**config.mk**
```make
export PLATFORM = sky130hd
export DESIGN_NAME = color_tracker_top
export DESIGN_NICKNAME = d
export VERILOG_FILES = /design/src/verilog/tracker_pkg.sv /design/src/verilog/camera_pixel_capture.sv /design/src/verilog/chroma_threshold.sv /design/src/verilog/centroid_accumulator.sv /design/src/verilog/telemetry_timer.sv /design/src/verilog/telemetry_fsm.sv /design/src/verilog/uart_tx.sv /design/src/verilog/color_tracker_top.sv
export VERILOG_INCLUDE_DIRS = /design/src /design/src/verilog
export SDC_FILE = /design/constraint.sdc
export NUM_CORES = 1
export LEC_CHECK = 0
export ABC_AREA = 1
export BUFFER_PORTS_ARGS = -buffer_cell sky130_fd_sc_hd__buf_2
export CAP_MARGIN = 10
export CORE_MARGIN = 4
export CORE_UTILIZATION = 35
export CTS_BUF_LIST = sky130_fd_sc_hd__clkbuf_8
export CTS_CLUSTER_DIAMETER = 150
export DETAILED_ROUTE_END_ITERATION = 7
export HOLD_SLACK_MARGIN = 0.08
export SYNTH_ARGS = -nofsm -noshare
export SYNTH_HDL_FRONTEND = slang
export SYNTH_SLANG_ARGS = --single-unit
```
**constraint.sdc**
```tcl
create_clock -name clk_camera -period 7.4 [get_ports clk_camera]
set_input_delay 0.74 -clock clk_camera [delete_from_list [all_inputs] [get_ports clk_camera]]
set_output_delay 0.74 -clock clk_camera [all_outputs]
set_load 0.005 [all_outputs]
```
**src/verilog/tracker_defs.svh**
```systemverilog
`ifndef TRACKER_DEFS_SVH
`define TRACKER_DEFS_SVH

// default frame geometry of the camera stream
`define TRK_FRAME_WIDTH 320
`define TRK_FRAME_HEIGHT 180

// column and row counter widths
`define TRK_HCOUNT_W 9
`define TRK_VCOUNT_W 8

// inclusive red-difference chroma window, tuned for pink markers
`define TRK_CR_LOWER 8'd160
`define TRK_CR_UPPER 8'd240

// clocks per uart bit, 230400 baud from 200 MHz
`define TRK_BAUD_DIV 868

// report period in clocks and the count inside it where a report starts
`define TRK_REPORT_PERIOD 57600
`define TRK_REPORT_SLOT 14400

`endif

```
**src/verilog/tracker_pkg.sv**
```systemverilog
package tracker_pkg;

   `include "tracker_defs.svh"

   // column and row indices
   typedef logic [`TRK_HCOUNT_W-1:0] hcount_t;
   typedef logic [`TRK_VCOUNT_W-1:0] vcount_t;

   // colour view of a pixel word
   typedef struct packed {
      logic [4:0] red;
      logic [5:0] green;
      logic [4:0] blue;
   } rgb565_t;

   // bus view, first byte on the wire is the high byte
   typedef struct packed {
      logic [7:0] first;
      logic [7:0] second;
   } pixel_bytes_t;

   // same 16 bits, read as bus bytes or as colour fields
   typedef union packed {
      rgb565_t      rgb;
      pixel_bytes_t bus;
   } camera_pixel_u;

endpackage

```
**src/verilog/camera_pixel_capture.sv**
```systemverilog
module camera_pixel_capture (
   input  logic                      clk_camera,
   input  logic                      sys_rst_camera,
   input  logic [7:0]                camera_d_i,
   input  logic                      cam_pclk_i,
   input  logic                      cam_hsync_i,
   input  logic                      cam_vsync_i,
   output logic                      pix_valid_o,
   output tracker_pkg::camera_pixel_u pixel_o,
   output tracker_pkg::hcount_t      hcount_o,
   output tracker_pkg::vcount_t      vcount_o
);
   import tracker_pkg::*;

   // two-flop synchronizers, index 1 is the stable copy
   logic [7:0] d_sync [1:0];
   logic [1:0] pclk_sync;
   logic [1:0] href_sync;
   logic [1:0] vsync_sync;

   logic       pclk_prev;
   logic       href_prev;
   logic       pclk_rise;
   logic       href_fall;
   logic       phase;
   logic [7:0] high_byte;
   hcount_t    col_cnt;
   vcount_t    row_cnt;

   always_ff @(posedge clk_camera) begin
      d_sync     <= '{d_sync[0], camera_d_i};
      pclk_sync  <= {pclk_sync[0], cam_pclk_i};
      href_sync  <= {href_sync[0], cam_hsync_i};
      vsync_sync <= {vsync_sync[0], cam_vsync_i};
   end

   assign pclk_rise = pclk_sync[1] && !pclk_prev;
   assign href_fall = !href_sync[1] && href_prev;

   always_ff @(posedge clk_camera) begin
      if (sys_rst_camera) begin
         pclk_prev   <= 1'b0;
         href_prev   <= 1'b0;
         phase       <= 1'b0;
         col_cnt     <= '0;
         row_cnt     <= '0;
         pix_valid_o <= 1'b0;
         hcount_o    <= '0;
         vcount_o    <= '0;
      end else begin
         pclk_prev   <= pclk_sync[1];
         href_prev   <= href_sync[1];
         pix_valid_o <= 1'b0;
         if (vsync_sync[1]) begin
            // frame restart
            phase   <= 1'b0;
            col_cnt <= '0;
            row_cnt <= '0;
         end else if (href_fall) begin
            // end of line, next row
            phase   <= 1'b0;
            col_cnt <= '0;
            row_cnt <= row_cnt + 1'b1;
         end else if (pclk_rise && href_sync[1]) begin
            phase <= !phase;
            if (phase) begin
               // second byte completes the pixel
               pix_valid_o <= 1'b1;
               hcount_o    <= col_cnt;
               vcount_o    <= row_cnt;
               col_cnt     <= col_cnt + 1'b1;
            end
         end
      end
   end

   // payload, written through the byte view of the union
   always_ff @(posedge clk_camera) begin
      if (pclk_rise && href_sync[1]) begin
         if (!phase) begin
            high_byte <= d_sync[1];
         end else begin
            pixel_o.bus.first  <= high_byte;
            pixel_o.bus.second <= d_sync[1];
         end
      end
   end

endmodule

```
**src/verilog/chroma_threshold.sv**
```systemverilog
`include "tracker_defs.svh"

module chroma_threshold (
   input  logic                       clk_camera,
   input  logic                       sys_rst_camera,
   input  logic                       pix_valid_i,
   input  tracker_pkg::camera_pixel_u pixel_i,
   input  tracker_pkg::hcount_t       hcount_i,
   input  tracker_pkg::vcount_t       vcount_i,
   output logic                       mask_valid_o,
   output logic                       mask_o,
   output tracker_pkg::hcount_t       hcount_o,
   output tracker_pkg::vcount_t       vcount_o
);
   import tracker_pkg::*;

   logic [7:0]        red8;
   logic [7:0]        green8;
   logic [7:0]        blue8;
   logic signed [17:0] cr_sum;
   logic signed [17:0] cr_offset;
   logic [7:0]        cr_clamped;

   // stage one registers
   logic              valid_s1;
   logic [7:0]        cr_s1;
   hcount_t           hcount_s1;
   vcount_t           vcount_s1;

   // rgb565 widened to 8 bits, low bits zero
   assign red8   = {pixel_i.rgb.red, 3'b000};
   assign green8 = {pixel_i.rgb.green, 2'b00};
   assign blue8  = {pixel_i.rgb.blue, 3'b000};

   always_comb begin
      // fixed point cr, coefficients scaled by 256
      cr_sum = 18'sd112 * $signed({10'd0, red8})
             - 18'sd94 * $signed({10'd0, green8})
             - 18'sd18 * $signed({10'd0, blue8});
      cr_offset = (cr_sum >>> 8) + 18'sd128;
      // saturate to a byte
      if (cr_offset < 0) begin
         cr_clamped = 8'd0;
      end else if (cr_offset > 18'sd255) begin
         cr_clamped = 8'd255;
      end else begin
         cr_clamped = cr_offset[7:0];
      end
   end

   always_ff @(posedge clk_camera) begin
      if (sys_rst_camera) begin
         valid_s1     <= 1'b0;
         mask_valid_o <= 1'b0;
      end else begin
         valid_s1     <= pix_valid_i;
         mask_valid_o <= valid_s1;
      end
   end

   // counts ride alongside the chroma
   always_ff @(posedge clk_camera) begin
      cr_s1     <= cr_clamped;
      hcount_s1 <= hcount_i;
      vcount_s1 <= vcount_i;
      // inclusive window on both ends
      mask_o    <= (cr_s1 >= `TRK_CR_LOWER) && (cr_s1 <= `TRK_CR_UPPER);
      hcount_o  <= hcount_s1;
      vcount_o  <= vcount_s1;
   end

endmodule

```
**src/verilog/centroid_accumulator.sv**
```systemverilog
`include "tracker_defs.svh"

module centroid_accumulator #(
   parameter int FRAME_WIDTH  = `TRK_FRAME_WIDTH,
   parameter int FRAME_HEIGHT = `TRK_FRAME_HEIGHT
) (
   input  logic                 clk_camera,
   input  logic                 sys_rst_camera,
   input  logic                 mask_valid_i,
   input  logic                 mask_i,
   input  tracker_pkg::hcount_t hcount_i,
   input  tracker_pkg::vcount_t vcount_i,
   output tracker_pkg::hcount_t centroid_x_o,
   output tracker_pkg::vcount_t centroid_y_o,
   output logic                 centroid_valid_o
);
   import tracker_pkg::*;

   localparam int HW     = $bits(hcount_t);
   localparam int VW     = $bits(vcount_t);
   localparam int CNT_W  = $clog2(FRAME_WIDTH * FRAME_HEIGHT + 1);
   localparam int SX_W   = CNT_W + HW;
   localparam int SY_W   = CNT_W + VW;
   localparam int STEP_W = $clog2(SX_W + 1);

   // one restoring step, returns {new remainder, quotient bit}
   function automatic logic [CNT_W:0] div_step(input logic [CNT_W-1:0] rem,
                                                input logic din,
                                                input logic [CNT_W-1:0] dsr);
      logic [CNT_W:0] trial;
      logic [CNT_W:0] diff;
      trial = {rem, din};
      diff  = trial - {1'b0, dsr};
      if (trial >= {1'b0, dsr}) begin
         return {diff[CNT_W-1:0], 1'b1};
      end
      return {trial[CNT_W-1:0], 1'b0};
   endfunction

   logic [SX_W-1:0]   sum_x;
   logic [SY_W-1:0]   sum_y;
   logic [CNT_W-1:0]  count;
   logic [SX_W-1:0]   tot_x;
   logic [SY_W-1:0]   tot_y;
   logic [CNT_W-1:0]  tot_n;
   logic              hit;
   logic              last_pix;
   logic              start;
   logic              busy;
   logic              div_run;
   logic [STEP_W-1:0] step;

   // divider datapath, y dividend widened to the x length
   logic [SX_W-1:0]   dvd_x;
   logic [SX_W-1:0]   dvd_y;
   logic [CNT_W-1:0]  divisor;
   logic [CNT_W-1:0]  rem_x;
   logic [CNT_W-1:0]  rem_y;
   logic [CNT_W:0]    nxt_x;
   logic [CNT_W:0]    nxt_y;

   always_comb begin
      hit      = mask_valid_i && mask_i;
      last_pix = mask_valid_i && (hcount_i == HW'(FRAME_WIDTH - 1))
                 && (vcount_i == VW'(FRAME_HEIGHT - 1));
      // running totals including the current pixel
      tot_x    = sum_x + (hit ? SX_W'(hcount_i) : '0);
      tot_y    = sum_y + (hit ? SY_W'(vcount_i) : '0);
      tot_n    = count + CNT_W'(hit);
      // empty frame keeps the old centre
      start    = last_pix && (tot_n != '0);
      div_run  = busy && (step != STEP_W'(SX_W));
      nxt_x    = div_step(rem_x, dvd_x[SX_W-1], divisor);
      nxt_y    = div_step(rem_y, dvd_y[SX_W-1], divisor);
   end

   always_ff @(posedge clk_camera) begin
      if (sys_rst_camera) begin
         sum_x            <= '0;
         sum_y            <= '0;
         count            <= '0;
         busy             <= 1'b0;
         step             <= '0;
         centroid_x_o     <= '0;
         centroid_y_o     <= '0;
         centroid_valid_o <= 1'b0;
      end else begin
         centroid_valid_o <= 1'b0;
         // sums restart at every frame end
         if (last_pix) begin
            sum_x <= '0;
            sum_y <= '0;
            count <= '0;
         end else if (hit) begin
            sum_x <= tot_x;
            sum_y <= tot_y;
            count <= tot_n;
         end
         if (start) begin
            busy <= 1'b1;
            step <= '0;
         end else if (div_run) begin
            step <= step + 1'b1;
         end else if (busy) begin
            // quotients complete
            busy             <= 1'b0;
            centroid_x_o     <= dvd_x[HW-1:0];
            centroid_y_o     <= dvd_y[VW-1:0];
            centroid_valid_o <= 1'b1;
         end
      end
   end

   always_ff @(posedge clk_camera) begin
      if (start) begin
         dvd_x   <= tot_x;
         dvd_y   <= SX_W'(tot_y);
         divisor <= tot_n;
         rem_x   <= '0;
         rem_y   <= '0;
      end else if (div_run) begin
         // quotient bits shift in behind the dividend
         dvd_x <= {dvd_x[SX_W-2:0], nxt_x[0]};
         dvd_y <= {dvd_y[SX_W-2:0], nxt_y[0]};
         rem_x <= nxt_x[CNT_W:1];
         rem_y <= nxt_y[CNT_W:1];
      end
   end

endmodule

```
**src/verilog/telemetry_timer.sv**
```systemverilog
`include "tracker_defs.svh"

module telemetry_timer #(
   parameter int BAUD_DIV      = `TRK_BAUD_DIV,
   parameter int REPORT_PERIOD = `TRK_REPORT_PERIOD
) (
   input  logic clk_camera,
   input  logic sys_rst_camera,
   output logic report_tick_o,
   output logic baud_tick_o
);
   // slot keeps its place in the period, a quarter in
   localparam int SLOT = REPORT_PERIOD / (`TRK_REPORT_PERIOD / `TRK_REPORT_SLOT);
   localparam int BW   = $clog2(BAUD_DIV);
   localparam int RW   = $clog2(REPORT_PERIOD);

   logic [BW-1:0] baud_cnt;
   logic [RW-1:0] rep_cnt;

   always_ff @(posedge clk_camera) begin
      if (sys_rst_camera) begin
         baud_cnt      <= '0;
         rep_cnt       <= '0;
         report_tick_o <= 1'b0;
         baud_tick_o   <= 1'b0;
      end else begin
         baud_cnt      <= (baud_cnt == BW'(BAUD_DIV - 1)) ? '0 : baud_cnt + 1'b1;
         rep_cnt       <= (rep_cnt == RW'(REPORT_PERIOD - 1)) ? '0 : rep_cnt + 1'b1;
         // one pulse per wrap of each counter
         baud_tick_o   <= (baud_cnt == BW'(BAUD_DIV - 1));
         report_tick_o <= (rep_cnt == RW'(SLOT));
      end
   end

endmodule

```
**src/verilog/telemetry_fsm.sv**
```systemverilog
module telemetry_fsm (
   input  logic                 clk_camera,
   input  logic                 sys_rst_camera,
   input  logic                 report_tick_i,
   input  tracker_pkg::hcount_t centroid_x_i,
   input  tracker_pkg::vcount_t centroid_y_i,
   input  logic                 tx_busy_i,
   output logic [7:0]           tx_byte_o,
   output logic                 tx_start_o
);
   import tracker_pkg::*;

   typedef enum logic [1:0] {S_IDLE, S_SEND, S_WAIT} state_t;

   state_t     state;
   logic [1:0] idx;
   hcount_t    x_q;
   vcount_t    y_q;
   logic [7:0] next_byte;

   // x high (zero-extended), x low, y
   always_comb begin
      case (idx)
         2'd0:    next_byte = 8'(x_q >> 8);
         2'd1:    next_byte = x_q[7:0];
         default: next_byte = 8'(y_q);
      endcase
   end

   always_ff @(posedge clk_camera) begin
      if (sys_rst_camera) begin
         state      <= S_IDLE;
         idx        <= '0;
         tx_start_o <= 1'b0;
      end else begin
         tx_start_o <= 1'b0;
         case (state)
            S_IDLE: begin
               // ticks during a report are dropped here
               if (report_tick_i) begin
                  idx   <= '0;
                  state <= S_SEND;
               end
            end
            S_SEND: begin
               if (!tx_busy_i) begin
                  tx_start_o <= 1'b1;
                  state      <= S_WAIT;
               end
            end
            default: begin
               // busy rises a cycle after the start pulse, so wait for it to clear
               if (!tx_start_o && !tx_busy_i) begin
                  idx   <= idx + 1'b1;
                  state <= (idx == 2'd2) ? S_IDLE : S_SEND;
               end
            end
         endcase
      end
   end

   always_ff @(posedge clk_camera) begin
      if (state == S_IDLE && report_tick_i) begin
         x_q <= centroid_x_i;
         y_q <= centroid_y_i;
      end
      if (state == S_SEND && !tx_busy_i) begin
         tx_byte_o <= next_byte;
      end
   end

endmodule

```
**src/verilog/uart_tx.sv**
```systemverilog
module uart_tx (
   input  logic       clk_camera,
   input  logic       sys_rst_camera,
   input  logic       baud_tick_i,
   input  logic [7:0] tx_byte_i,
   input  logic       tx_start_i,
   output logic       tx_busy_o,
   output logic       uart_txd_o
);
   // stop, data lsb first, start in bit 0
   logic [9:0] frame_q;
   logic [3:0] bit_cnt;

   always_ff @(posedge clk_camera) begin
      if (sys_rst_camera) begin
         tx_busy_o  <= 1'b0;
         bit_cnt    <= '0;
         uart_txd_o <= 1'b1;
      end else if (!tx_busy_o) begin
         if (tx_start_i) begin
            // line stays idle until the next baud tick
            tx_busy_o <= 1'b1;
            bit_cnt   <= '0;
         end
      end else if (baud_tick_i) begin
         if (bit_cnt == 4'd10) begin
            // stop bit has run a full period
            tx_busy_o  <= 1'b0;
            uart_txd_o <= 1'b1;
         end else begin
            uart_txd_o <= frame_q[0];
            bit_cnt    <= bit_cnt + 1'b1;
         end
      end
   end

   always_ff @(posedge clk_camera) begin
      if (!tx_busy_o && tx_start_i) begin
         frame_q <= {1'b1, tx_byte_i, 1'b0};
      end else if (tx_busy_o && baud_tick_i) begin
         frame_q <= {1'b1, frame_q[9:1]};
      end
   end

endmodule

```
**src/verilog/color_tracker_top.sv**
```systemverilog
`include "tracker_defs.svh"

module color_tracker_top #(
   parameter int FRAME_WIDTH   = `TRK_FRAME_WIDTH,
   parameter int FRAME_HEIGHT  = `TRK_FRAME_HEIGHT,
   parameter int BAUD_DIV      = `TRK_BAUD_DIV,
   parameter int REPORT_PERIOD = `TRK_REPORT_PERIOD
) (
   input  logic                 clk_camera,
   input  logic                 sys_rst_camera,
   input  logic [7:0]           camera_d_i,
   input  logic                 cam_pclk_i,
   input  logic                 cam_hsync_i,
   input  logic                 cam_vsync_i,
   output tracker_pkg::hcount_t centroid_x_o,
   output tracker_pkg::vcount_t centroid_y_o,
   output logic                 centroid_valid_o,
   output logic                 uart_txd_o
);
   // rebuilt pixels
   logic                       pix_valid;
   tracker_pkg::camera_pixel_u pixel;
   tracker_pkg::hcount_t       cap_hcount;
   tracker_pkg::vcount_t       cap_vcount;
   // mask stream
   logic                       mask_valid;
   logic                       mask;
   tracker_pkg::hcount_t       mask_hcount;
   tracker_pkg::vcount_t       mask_vcount;
   // telemetry
   logic                       report_tick;
   logic                       baud_tick;
   logic [7:0]                 tx_byte;
   logic                       tx_start;
   logic                       tx_busy;

   camera_pixel_capture capture_i (
      .clk_camera, .sys_rst_camera, .camera_d_i, .cam_pclk_i, .cam_hsync_i, .cam_vsync_i,
      .pix_valid_o(pix_valid), .pixel_o(pixel), .hcount_o(cap_hcount), .vcount_o(cap_vcount)
   );

   chroma_threshold threshold_i (
      .clk_camera, .sys_rst_camera, .pix_valid_i(pix_valid), .pixel_i(pixel),
      .hcount_i(cap_hcount), .vcount_i(cap_vcount), .mask_valid_o(mask_valid),
      .mask_o(mask), .hcount_o(mask_hcount), .vcount_o(mask_vcount)
   );

   centroid_accumulator #(.FRAME_WIDTH(FRAME_WIDTH), .FRAME_HEIGHT(FRAME_HEIGHT)) centroid_i (
      .clk_camera, .sys_rst_camera, .mask_valid_i(mask_valid), .mask_i(mask),
      .hcount_i(mask_hcount), .vcount_i(mask_vcount), .centroid_x_o, .centroid_y_o,
      .centroid_valid_o
   );

   telemetry_timer #(.BAUD_DIV(BAUD_DIV), .REPORT_PERIOD(REPORT_PERIOD)) timer_i (
      .clk_camera, .sys_rst_camera, .report_tick_o(report_tick), .baud_tick_o(baud_tick)
   );

   // reports read the held centre, not the pulse
   telemetry_fsm fsm_i (
      .clk_camera, .sys_rst_camera, .report_tick_i(report_tick),
      .centroid_x_i(centroid_x_o), .centroid_y_i(centroid_y_o), .tx_busy_i(tx_busy),
      .tx_byte_o(tx_byte), .tx_start_o(tx_start)
   );

   uart_tx uart_i (
      .clk_camera, .sys_rst_camera, .baud_tick_i(baud_tick), .tx_byte_i(tx_byte),
      .tx_start_i(tx_start), .tx_busy_o(tx_busy), .uart_txd_o
   );

endmodule

```
==> summary.md <==
| Metric | Value |
|---|---|
| Yosys Warn Count | 0 |
| Layout area overhead | 12.07% |
| Final min period | 6333 ps |
| P_leak | 0.01016 uW |
| Reg2reg start | capture_i.pixel_o[8] |
| Worst r2r path cells | 29 |
| Slew Limit Fails | 0 |
| Primary FF master, synth | dfxtp_1 |
| Clock Latency Late Sink | 650 ps |
| Place WS | 1126 ps |
| Num rows | 87 |
| DR WL/cell | 12.70 um |
| Seq cells post-synth | 389 |
| DRT Wirelength | 42.75 mm |
| Part of the Yosys area used for sequential elements | 0.4508 |
| Max clock buf depth | 3 |
| # IOs | 32 |
| Initial core utilization | 0.3537 |
| Asr flop ratio synth | 0 |
| Clock root cell | clkbuf_8 |
| Vias in the first global route | 15.52k |
| Highest-delay cell along the critical path | fa_1 |
| Crit. End Element | flop |
| Syn_nets | 2656 |
| Area leader, netlist | dfxtp_1 |
| Placer Congestion | 0.9054 |
| Most common cell after layout, fill and taps aside | nand2_1 |
| Reg2reg end | threshold_i.cr_s1[1] |
| HPWL after DPL | 30.49 mm |
| TritonCTS Buffers | 71 |
| Die Span X | 246.9 um |
| Crit path from | capture_i.pixel_o[8] |
| Final worst slack | 1067 ps |
| # Post-CTS Setup Buffers | 0 |
| NumNets Final | 2710 |
| Top cells by area, synth | dfxtp_1 (27%), edfxtp_1 (18%), nand2_1 (10%) |
| Clock Skew | 35.38 ps |
| Clk slew on worst S/H paths | 60 ps |
| Global-route wire length before repair | 72.96 mm |
| Maximum number of pins on one net before global-route repair | 92 |
| Worst-path maximum fanout | 7 |
| RSZ-0062 raised after global routing | no |
| CTS sink count | 389 |
| Power density cells | 220.5 mW/mm^2 |
| Critical path launch point type | flop |
| Reg2Reg Setup Slack | 1070 ps |
| 1st-pass router iterations | 5 |
| Yosys top cell area share | 0.2675 |
| CP top delay family | adder cells |
| Core area | 0.05650 sq mm |
| CTS resizes | 0 |
| Antenna Violating Nets Remaining | 0 |
| GRT Resource Usage Total | 0.1432 |
| Peak VDD IR | 0.1340 mV |
| IO Port Bufs | 31 |
| Relative slew slack | 0.2731 |
| Via density per instance | 4.682 |
| Outcome | finished clean |
| # setup viols final | 0 |
| Slew at the pin closest to its max-slew limit | 1084 ps |
| Setup TNS | 0 ps |
| Die area | 0.06098 sq mm |
| Count of different cell masters after synthesis | 46 |
| Post-route DRC violation count | 0 |
| Max Freq | 157.9 MHz |
| Number of DRC markers in iteration 0 | 741 |
| Total Power | 4938 uW |
| Final period utilization | 0.8558 |
| Initial antenna violation count | 1 |
| Hold WC Path Type | in -> reg |
| Most frequent cells in the layout | nand2_1 (531), inv_1 (442), dfxtp_1 (267) |
| EDFF count, synth | 122 |
| Worst path depth | 29 |
| CP arrival | 6860 ps |
| Clock tree from TritonCTS | yes |
| Worst Path Required | 7930 ps |
| Critical path endpoint | threshold_i.cr_s1[1] |
| H-tree depth | 3 |
| Synthesized area | 0.01998 sq mm |
| Final core occ | 0.3964 |
| Via count | 15.76k |
| CP Buf/Inv Count | 9 |
| CP most frequent cell | inv_1 |
| CP Class | reg -> reg |
| Synthesized area per cell | 7.999 sq um |
| Maxcap violations | 0 |
| Cells after synthesis | 2498 |
| Layout cells sized above 1 | 0.06554 |
| Die Y | 246.9 um |
| CTS Hold Bufs | 0 |
| Number of fill cells | 5672 |
| Global route total overflow | 0 |
| Final Hold Fails | 0 |
| CP peak stage delay | 600 ps |
[power by group]
part           switching [uW]  internal, uW
Clock                     930          1220
Sequential               36.5          2270
Combinational             303           175
Total                    1270          3670
[registers in the layout, summed over array words and instances, names as in the netlist, 24 cells and up]
signal / flops
centroid_i.sum_y: 24
centroid_i.dvd_y: 25
centroid_i.sum_x: 25
centroid_i.dvd_x: 25
[synth_stat cells, types with 4 or more instances]
| cell type | number |
|---|---|
| a31oi_1 | 6 |
| o21ai_1 | 9 |
| nor3_1 | 34 |
| buf_1 | 9 |
| nand2_2 | 5 |
| nor2_1 | 259 |
| nand4_1 | 50 |
| a211oi_1 | 5 |
| o21bai_1 | 4 |
| xor2_1 | 51 |
| nand3_1 | 94 |
| a21o_1 | 7 |
| ha_1 | 119 |
| a22o_1 | 14 |
| buf_4 | 6 |
| inv_1 | 419 |
| buf_6 | 4 |
| nor2_2 | 7 |
| xnor2_1 | 36 |
| nand2_1 | 532 |
| nand3b_1 | 9 |
| clkbuf_1 | 28 |
| fa_1 | 26 |
| edfxtp_1 | 122 |
| dfxtp_1 | 267 |
| or2_2 | 6 |
| o21ai_0 | 158 |
| nor3b_1 | 11 |
| buf_2 | 12 |
| a21oi_1 | 150 |
| nor4_1 | 11 |
[per-layer routing]
layer  global-route usage  part of all wire  vias to the layer above
met5                    0                 0                        -
met1               0.1786              0.46                     7283
li1                     -                 -                     8157
met2               0.2456              0.47                      245
met4              0.05406             0.026                        0
met3              0.02722             0.039                       76
[worst min path at each step]
stage	startpoint	endpoint	cells after the start
finish	camera_d_i[5]	capture_i.d_sync[5]	1
global route	camera_d_i[5]	capture_i.d_sync[5]	1
CTS	camera_d_i[5]	capture_i.d_sync[5]	1
detailed placement	capture_i.href_sync[0]	capture_i.href_sync[1]	0
global placement	capture_i.d_sync[5]	capture_i.d_sync[13]	0
floorplan	capture_i.d_sync[2]	capture_i.d_sync[10]	0
[area by class of cell]
class / count / area [sq um] / share of cell area
multi-input cells: 1626 / 9095 / 0.4061
flip-flops and latches: 389 / 9009 / 0.4023
inverters: 424 / 1592 / 0.07107
clock buffers: 87 / 1197 / 0.05347
well taps: 756 / 945.9 / 0.04224
clock inverters: 43 / 330.3 / 0.01475
repair buffers: 40 / 222.7 / 0.009945
diodes: 1 / 2.502 / 0.0001117
[cells by family after synthesis]
logic type	share of synthesized area
AOI/OAI and AO/OA	0.09856
xor gates and xnor gates	0.03813
adders and majority gates	0.1006
buffers and inverters	0.09411
DFF	0.4508
and+or+nand+nor	0.2178
[stage by stage]
stage / hold slack [ps] / instances / area, sq um
5_1_grt: 150.5 / 3366 / 22390
2_1_floorplan: 309.6 / 2498 / 19980
3_3_place_gp: 310.4 / 3235 / 20860
3_5_place_dp: 312.1 / 3235 / 20860
4_1_cts: 126.7 / 3365 / 22390
6_report: 198.2 / 3366 / 22390
(Power assumes the default switching activity.)
